**src/common/zxuno_pkg.sv**
```systemverilog
`default_nettype none

package zxuno_pkg;

   // ----------------------------------------
   // I/O ports of the register bus
   // ----------------------------------------
   localparam logic [15:0] ZXUNO_ADDR_PORT = 16'hFC3B;
   localparam logic [15:0] ZXUNO_DATA_PORT = 16'hFD3B;

   // Register numbers behind the data port
   localparam logic [7:0] REG_RASTERLINE = 8'h0C;
   localparam logic [7:0] REG_RASTERCTRL = 8'h0D;
   localparam logic [7:0] REG_DEVOPTIONS = 8'h0E;
   localparam logic [7:0] REG_SCRATCH    = 8'hFE;
   localparam logic [7:0] REG_COREID     = 8'hFF;

   // ----------------------------------------
   // Core identification and bus constants
   // ----------------------------------------
   localparam logic [7:0] COREID_LEN = 8'd8;

   // First character sits in the top byte
   localparam logic [COREID_LEN*8-1:0] COREID_STRING = "ZXUNOREG";

   // Value seen by the CPU when nothing drives the bus
   localparam logic [7:0] FLOATING_BUS = 8'hFF;

   // ----------------------------------------
   // Shared structs
   // ----------------------------------------
   typedef struct packed {
      logic [15:0] addr;
      logic        iorq_n;
      logic        rd_n;
      logic        wr_n;
   } z80_io_t;

   typedef struct packed {
      logic [7:0] reg_addr;
      logic       reg_rd;
      logic       reg_wr;
      logic       regaddr_changed;
   } zxreg_access_t;

   typedef struct packed {
      logic       oe_n;
      logic [7:0] data;
   } read_src_t;

   // Bit 7 first, bit 0 last
   typedef struct packed {
      logic disable_spisd;
      logic enable_timexmmu;
      logic disable_romsel1f;
      logic disable_romsel7f;
      logic disable_1ffd;
      logic disable_7ffd;
      logic disable_turboay;
      logic disable_ay;
   } dev_options_t;

   typedef struct packed {
      logic [8:0] raster_line;
      logic       rasterint_enable;
      logic       vretraceint_disable;
   } raster_cfg_t;

endpackage

`default_nettype wire

```
**src/zxregs/zxuno_addr_port.sv**
```systemverilog
`timescale 1ns/10ps
`default_nettype none

module zxuno_addr_port import zxuno_pkg::*; (
   input  wire logic          cpuclkplain,
   input  wire logic          rst_n,
   input  wire z80_io_t       io,
   input  wire logic [7:0]    cpu_dout,
   output      zxreg_access_t acc,
   output      read_src_t     addr_src
);

   logic       io_rd;
   logic       io_wr;
   logic       addr_sel;
   logic       data_sel;
   logic [7:0] reg_addr_q;
   logic       changed_q;

   // ----------------------------------------
   // Port decode
   // ----------------------------------------
   assign io_rd    = !io.iorq_n && !io.rd_n;
   assign io_wr    = !io.iorq_n && !io.wr_n;
   assign addr_sel = (io.addr == ZXUNO_ADDR_PORT);
   assign data_sel = (io.addr == ZXUNO_DATA_PORT);

   // Register address, plus a pulse after every write to it
   always_ff @(posedge cpuclkplain or negedge rst_n) begin
      if (!rst_n) begin
         reg_addr_q <= 8'h00;
         changed_q  <= 1'b0;
      end else begin
         changed_q <= addr_sel && io_wr;
         if (addr_sel && io_wr) begin
            reg_addr_q <= cpu_dout;
         end
      end
   end

   // ----------------------------------------
   // Outputs
   // ----------------------------------------
   assign acc.reg_addr        = reg_addr_q;
   assign acc.reg_rd          = data_sel && io_rd;
   assign acc.reg_wr          = data_sel && io_wr;
   assign acc.regaddr_changed = changed_q;

   // Address readback through FC3B
   assign addr_src.oe_n = !(addr_sel && io_rd);
   assign addr_src.data = reg_addr_q;

endmodule

`default_nettype wire

```
**src/zxregs/coreid_reader.sv**
```systemverilog
`timescale 1ns/10ps
`default_nettype none

module coreid_reader import zxuno_pkg::*; (
   input  wire logic          cpuclkplain,
   input  wire logic          rst_n,
   input  wire zxreg_access_t acc,
   output      read_src_t     coreid_src
);

   logic                      id_rd;
   logic                      id_rd_q;
   logic [7:0]                idx_q;
   logic [COREID_LEN*8-1:0]   id_shifted;

   assign id_rd = acc.reg_rd && (acc.reg_addr == REG_COREID);

   // Index moves on the falling end of a read, so a long access counts once
   always_ff @(posedge cpuclkplain or negedge rst_n) begin
      if (!rst_n) begin
         id_rd_q <= 1'b0;
         idx_q   <= 8'h00;
      end else begin
         id_rd_q <= id_rd;
         if (acc.regaddr_changed) begin
            idx_q <= 8'h00;
         end else if (id_rd_q && !id_rd && (idx_q != COREID_LEN)) begin
            idx_q <= idx_q + 8'd1;
         end
      end
   end

   // Current character ends up in the top byte
   // Past the end of the string the shift leaves zeros
   assign id_shifted = COREID_STRING << {idx_q, 3'b000};

   assign coreid_src.oe_n = !id_rd;
   assign coreid_src.data = id_shifted[COREID_LEN*8-1 -: 8];

endmodule

`default_nettype wire

```
**src/zxregs/option_regs.sv**
```systemverilog
`timescale 1ns/10ps
`default_nettype none

module option_regs import zxuno_pkg::*; (
   input  wire logic          cpuclkplain,
   input  wire logic          rst_n,
   input  wire zxreg_access_t acc,
   input  wire logic [7:0]    cpu_dout,
   output      dev_options_t  dev_options,
   output      read_src_t     opt_src
);

   logic [7:0]   scratch_q;
   dev_options_t devopt_q;

   // Scratch byte, free for software use
   always_ff @(posedge cpuclkplain) begin
      if (acc.reg_wr && (acc.reg_addr == REG_SCRATCH)) begin
         scratch_q <= cpu_dout;
      end
   end

   // Device options, all bits cleared by reset
   always_ff @(posedge cpuclkplain or negedge rst_n) begin
      if (!rst_n) begin
         devopt_q <= '0;
      end else if (acc.reg_wr && (acc.reg_addr == REG_DEVOPTIONS)) begin
         devopt_q <= cpu_dout;
      end
   end

   assign dev_options = devopt_q;

   // Readback of whichever register is addressed
   always_comb begin
      opt_src.oe_n = 1'b1;
      opt_src.data = devopt_q;
      if (acc.reg_rd && (acc.reg_addr == REG_SCRATCH)) begin
         opt_src.oe_n = 1'b0;
         opt_src.data = scratch_q;
      end else if (acc.reg_rd && (acc.reg_addr == REG_DEVOPTIONS)) begin
         opt_src.oe_n = 1'b0;
      end
   end

endmodule

`default_nettype wire

```
**src/zxregs/rasterint_ctrl.sv**
```systemverilog
`timescale 1ns/10ps
`default_nettype none

module rasterint_ctrl import zxuno_pkg::*; (
   input  wire logic          cpuclkplain,
   input  wire logic          rst_n,
   input  wire zxreg_access_t acc,
   input  wire logic [7:0]    cpu_dout,
   input  wire logic          raster_int_in_progress,
   output      raster_cfg_t   raster_cfg,
   output      read_src_t     raster_src
);

   raster_cfg_t cfg_q;
   logic        line_sel;
   logic        ctrl_sel;

   assign line_sel = (acc.reg_addr == REG_RASTERLINE);
   assign ctrl_sel = (acc.reg_addr == REG_RASTERCTRL);

   // ----------------------------------------
   // Configuration registers
   // ----------------------------------------
   always_ff @(posedge cpuclkplain or negedge rst_n) begin
      if (!rst_n) begin
         cfg_q <= '0;
      end else if (acc.reg_wr && line_sel) begin
         cfg_q.raster_line[7:0] <= cpu_dout;
      end else if (acc.reg_wr && ctrl_sel) begin
         // Line bit 8 lives in the control register
         cfg_q.raster_line[8]      <= cpu_dout[0];
         cfg_q.rasterint_enable    <= cpu_dout[1];
         cfg_q.vretraceint_disable <= cpu_dout[2];
      end
   end

   assign raster_cfg = cfg_q;

   // ----------------------------------------
   // Readback
   // ----------------------------------------
   always_comb begin
      raster_src.oe_n = !(acc.reg_rd && (line_sel || ctrl_sel));
      if (ctrl_sel) begin
         raster_src.data = {4'b0000, raster_int_in_progress, cfg_q.vretraceint_disable,
                            cfg_q.rasterint_enable, cfg_q.raster_line[8]};
      end else begin
         raster_src.data = cfg_q.raster_line[7:0];
      end
   end

endmodule

`default_nettype wire

```
**src/cpu_read_mux.sv**
```systemverilog
`timescale 1ns/10ps
`default_nettype none

module cpu_read_mux import zxuno_pkg::*; (
   input  wire read_src_t addr_src,
   input  wire read_src_t coreid_src,
   input  wire read_src_t opt_src,
   input  wire read_src_t raster_src,
   output      logic [7:0] cpu_din
);

   // First active source wins, address port highest
   always_comb begin
      if (!addr_src.oe_n) begin
         cpu_din = addr_src.data;
      end else if (!coreid_src.oe_n) begin
         cpu_din = coreid_src.data;
      end else if (!opt_src.oe_n) begin
         cpu_din = opt_src.data;
      end else if (!raster_src.oe_n) begin
         cpu_din = raster_src.data;
      end else begin
         cpu_din = FLOATING_BUS;
      end
   end

endmodule

`default_nettype wire

```
**src/zxuno_core.sv**
```systemverilog
`timescale 1ns/10ps
`default_nettype none

module zxuno_core import zxuno_pkg::*; (
   input  wire logic         cpuclkplain,
   input  wire logic         rst_n,
   input  wire z80_io_t      io,
   input  wire logic [7:0]   cpu_dout,
   input  wire logic         raster_int_in_progress,
   output      logic [7:0]   cpu_din,
   output      dev_options_t dev_options,
   output      raster_cfg_t  raster_cfg
);

   // Decoded register access shared by all register blocks
   zxreg_access_t acc;

   // One read source per block
   read_src_t addr_src;
   read_src_t coreid_src;
   read_src_t opt_src;
   read_src_t raster_src;

   zxuno_addr_port addr_port_i (
      .cpuclkplain (cpuclkplain),
      .rst_n       (rst_n),
      .io          (io),
      .cpu_dout    (cpu_dout),
      .acc         (acc),
      .addr_src    (addr_src)
   );

   coreid_reader coreid_i (
      .cpuclkplain (cpuclkplain),
      .rst_n       (rst_n),
      .acc         (acc),
      .coreid_src  (coreid_src)
   );

   option_regs options_i (
      .cpuclkplain (cpuclkplain),
      .rst_n       (rst_n),
      .acc         (acc),
      .cpu_dout    (cpu_dout),
      .dev_options (dev_options),
      .opt_src     (opt_src)
   );

   rasterint_ctrl rasterint_i (
      .cpuclkplain            (cpuclkplain),
      .rst_n                  (rst_n),
      .acc                    (acc),
      .cpu_dout               (cpu_dout),
      .raster_int_in_progress (raster_int_in_progress),
      .raster_cfg             (raster_cfg),
      .raster_src             (raster_src)
   );

   cpu_read_mux read_mux_i (
      .addr_src   (addr_src),
      .coreid_src (coreid_src),
      .opt_src    (opt_src),
      .raster_src (raster_src),
      .cpu_din    (cpu_din)
   );

endmodule

`default_nettype wire

```
**config.mk**
```make
export PLATFORM = sky130hd
export DESIGN_NAME = zxuno_core
export DESIGN_NICKNAME = d
export VERILOG_FILES = /design/src/common/zxuno_pkg.sv /design/src/zxregs/zxuno_addr_port.sv /design/src/zxregs/coreid_reader.sv /design/src/zxregs/option_regs.sv /design/src/zxregs/rasterint_ctrl.sv /design/src/cpu_read_mux.sv /design/src/zxuno_core.sv
export SDC_FILE = /design/constraint.sdc
export NUM_CORES = 1
export LEC_CHECK = 0
export BUFFER_PORTS_ARGS = -buffer_cell sky130_fd_sc_hd__buf_4
export CORE_MARGIN = 2
export CORE_UTILIZATION = 35
export CTS_CLUSTER_DIAMETER = 150
export CTS_CLUSTER_SIZE = 24
export DETAILED_ROUTE_END_ITERATION = 8
export MAX_ROUTING_LAYER = met4
export PLACE_DENSITY = 0.52
export SLEW_MARGIN = 20
export SYNTH_ARGS = -nofsm -noshare
export SYNTH_HDL_FRONTEND = slang
export SYNTH_HIERARCHICAL = 1
export SYNTH_SLANG_ARGS = --single-unit
export TNS_END_PERCENT = 10
```
**constraint.sdc**
```tcl
create_clock -name cpuclkplain -period 10.4 [get_ports cpuclkplain]
set_clock_uncertainty 0.2 [all_clocks]
set_input_delay 2.08 -clock cpuclkplain [delete_from_list [all_inputs] [get_ports cpuclkplain]]
set_output_delay 2.08 -clock cpuclkplain [all_outputs]
set_load 0.01 [all_outputs]
```
==> reports/summary.txt <==
fmax: 139 MHz
Overflow after GRT: 0
clk_lat worst skew: 0.30 ns
post-layout minimum cycle time: 7.17 ns
critical path arrival: 4.89 ns
mux cell area share after synthesis: 0.192
clock power share: 0.362
root buffer cell: clkbuf_8
Relative slew margins: 0.457
DR pass1 iterations: 4
mean post-synth cell area: 12.0 sq um
Crit path buffers/inverters: 3
Non-Filler Instances: 366
post-synthesis cell type count: 50
Initial DRC Count: 62
Num CTS Buffers: 5
crit start category: primary input
Post-CTS Setup Repair Bufs: 0
Yosys warnings: 6
Worst EP required: 8.12 ns
Max stage delay cell, worst path: nor3_1
Slew @ Worst Pin: 0.810 ns
pre-CTS setup slack: 3.20 ns
fraction of layout cells with a size suffix above 1: 0.468
fin. max-slew vios: 0
xor/xnor cell area share of the yosys netlist: 0
pwr dens: 96.9 mW/mm^2
die area: 0.00825 sq mm
post-synthesis register bit count: 45
main combinational cell family by area after synthesis: simple AND/OR/NAND/NOR gates
Resize count post-CTS: 0
Residual DRC: 0
sequential element share of the synthesized area: 0.442
hold buffer count at cts: 0
Port-buffer cells: 56
VDD IR max: 51.8 uV
Net Sw Frac: 0.228
htree depth: 2
Via density: 4.98
Routed WL: 6070 microns
total power: 0.000305 W
RSZ-0062 raised after global routing: false
n_diodes: 0
placed cell count: 358
All-Layer GR Usage: 0.155
Synth Area in Compound Gates: 0.0963
dpl hpwl: 4430 microns
Synth Area in Adders: 0.00949
vias in the first global route: 1858
final period utilization: 0.690
I/O Pins: 57
clk sinks: 45
CTS tree: done
Final TNS setup: 0 ns
EDFF count, synth: 8
Area Growth Syn to Fin: 19.2%
most used cell, CP: buf_4
Avg WL per Cell: 16.6 microns
register share of total power: 0.588
HP Class: register to register
CP delay by family, top: simple AND/OR/NAND/NOR gates
GP Congestion: 0.773
Sw Pwr: 0.0000696 W
Die X: 90.8 microns
Die H: 90.8 microns
CP Cell Sequence: buf_4 > nand4bb_4 > nor4_4 > nand2_1 > nor3_1 > nand4_1 > nor3_2 > inv_1 > nor2b_1 > a22oi_1 > o21ai_0 > buf_4
Via Count: 1823
first-pass GRT wire length: 9840 microns
Max Cap Viol: 0
Reg clk slew, reported paths: 0.09 ns
simple-gate share of the synthesized area: 0.203
Async S/R FF share, synth: 0.822
outcome: finished, final reports clean
largest net degree at the start of global routing: 38
Nets: 298
antenna violations before repair: 0
final setup fails: 0
CP endpoint kind: primary output
Final Hold Fails: 0
Core ar.: 0.00729 sq mm
WS Path Type: primary input to primary output
cells after synthesis: 219
FP Rows: 31
Crit Path Max Fanout: 7
final worst setup slack: 3.23 ns
ys flop type: dfrtp_1
Int Pwr: 0.000235 W
Leak: 1.47 nW
Layout Utilization: 0.431
Combinational Power Share: 0.050
maximum clock path buffer count: 2
Final ANT Viol Nets: 0
Initial Utilization: 0.362
CP max stage delay: 0.41 ns
Post-Synthesis Cell Area: 0.00264 sq mm
[cells in the final DEF, fill, tap and decap left out, types with 2 or more instances in the layout]
cell type  instances
a21oi_1            9
a22oi_1            6
and2b_2            4
and3_1             2
buf_4             56
clkbuf_8           5
conb_1             2
dfrtp_1           37
edfxtp_1           8
ha_1               2
inv_1              5
mux2_2            32
mux2_4             9
nand2_1            8
nand2b_1           2
nand3_1            4
nand4_1            4
nand4b_4           2
nor2_1             9
nor2b_1            3
nor3_1             5
nor3_2             2
nor3b_1            2
nor4_4             3
o21ai_0           10
o22ai_1            6
o31ai_1            3
or3_1              2
or4_1              3
[registers in the layout, indices dropped and copies added (netlist names)]
name,cells
options_i/dev_options,8
rasterint_i/raster_cfg,11
coreid_i/idx_q,8
addr_port_i/reg_addr_q,8
coreid_i/id_rd_q,1
options_i/scratch_q,8
addr_port_i/changed_q,1
[per-layer routing]
metal	up-vias	track usage	wire, microns
met2	32	0.255	3020
met3	2	0.0301	194
met4	0	0.0379	29
li1	900	-	-
met5	-	-	0
met1	889	0.198	2830
[power by group through the flow]
stage / Clock, W / Combinational, W / Sequential, W
finish: 0.000110 / 0.0000153 / 0.000179
global route: 0.000123 / 0.0000168 / 0.000179
CTS: 0.000115 / 0.0000158 / 0.000179
detailed placement: 0 / 0.0000158 / 0.000183
global placement: 0 / 0.0000156 / 0.000183
floorplan: 0 / 0.00000241 / 0.000183
[synth_stat cells, types with 2 or more instances]
cell type  count  share of area
nor2b_1        3         0.0071
nor2_1         9          0.013
dfrtp_1       37           0.35
mux2_2        32           0.14
nand2_1        8          0.011
nor4_4         3          0.024
buf_6          3          0.013
nand4_1        4         0.0095
a22oi_1        6          0.017
nand4b_4       2          0.018
or4_1          3         0.0085
o21ai_0       10          0.019
a21oi_1        9          0.017
nor3b_1        2         0.0057
mux2_4         9          0.051
nand3_1        4         0.0076
buf_2          2         0.0038
inv_1          5         0.0071
and2b_2        4          0.013
and3_1         2         0.0047
edfxtp_1       8          0.091
o31ai_1        3         0.0085
ha_1           2         0.0095
nor3_1         5         0.0095
nand2b_1       2         0.0047
nor3_2         2         0.0076
buf_4         11          0.031
or3_1          2         0.0047
o22ai_1        6          0.014
[kinds of logic (layout without fill, tap and decap cells)]
kind of cell | Yosys count | after routing
AOI/OAI and AO/OA | 40 | 40
adders and majority gates | 2 | 2
buffers and inverters | 22 | 69
DFF | 45 | 45
muxes | 42 | 42
other | 1 | 2
and+or+nand+nor | 67 | 67
[metrics by stage]
step	cell area (sq um)	hold WS [ns]
floorplan	2640	0.335
global placement	3060	0.314
detailed placement	3060	0.320
CTS	3140	0.346
global route	3140	0.370
finish	3140	0.342
[worst paths after layout]
kind | from | to | slack [ns] | cells past startpoint
worst max register to register | addr_port_i/reg_addr_q[7] | coreid_i/idx_q[7] | 8.37 | 4
max in group asynchronous | rst_n | options_i/dev_options[5] | 8.09 | 1
min in group asynchronous | rst_n | addr_port_i/reg_addr_q[5] | 1.55 | 1
worst min-delay path | rasterint_i/raster_cfg[5] | rasterint_i/raster_cfg[5] | 0.34 | 1
worst min register to register | rasterint_i/raster_cfg[5] | rasterint_i/raster_cfg[5] | 0.34 | 1
worst max-delay path | io[12] | cpu_din[1] | 3.23 | 12
[cell type report]
type	count	area (sq um)
Clock buffer	6	72.6
Clock inverter	2	16.3
Fill cell	735	4150
Inverter	5	18.8
Multi-Input combinational cell	153	1330
Sequential cell	45	1170
Tap cell	99	124
Timing Repair Buffer	56	420
No activity file was read; power rests on OpenSTA's default activity.
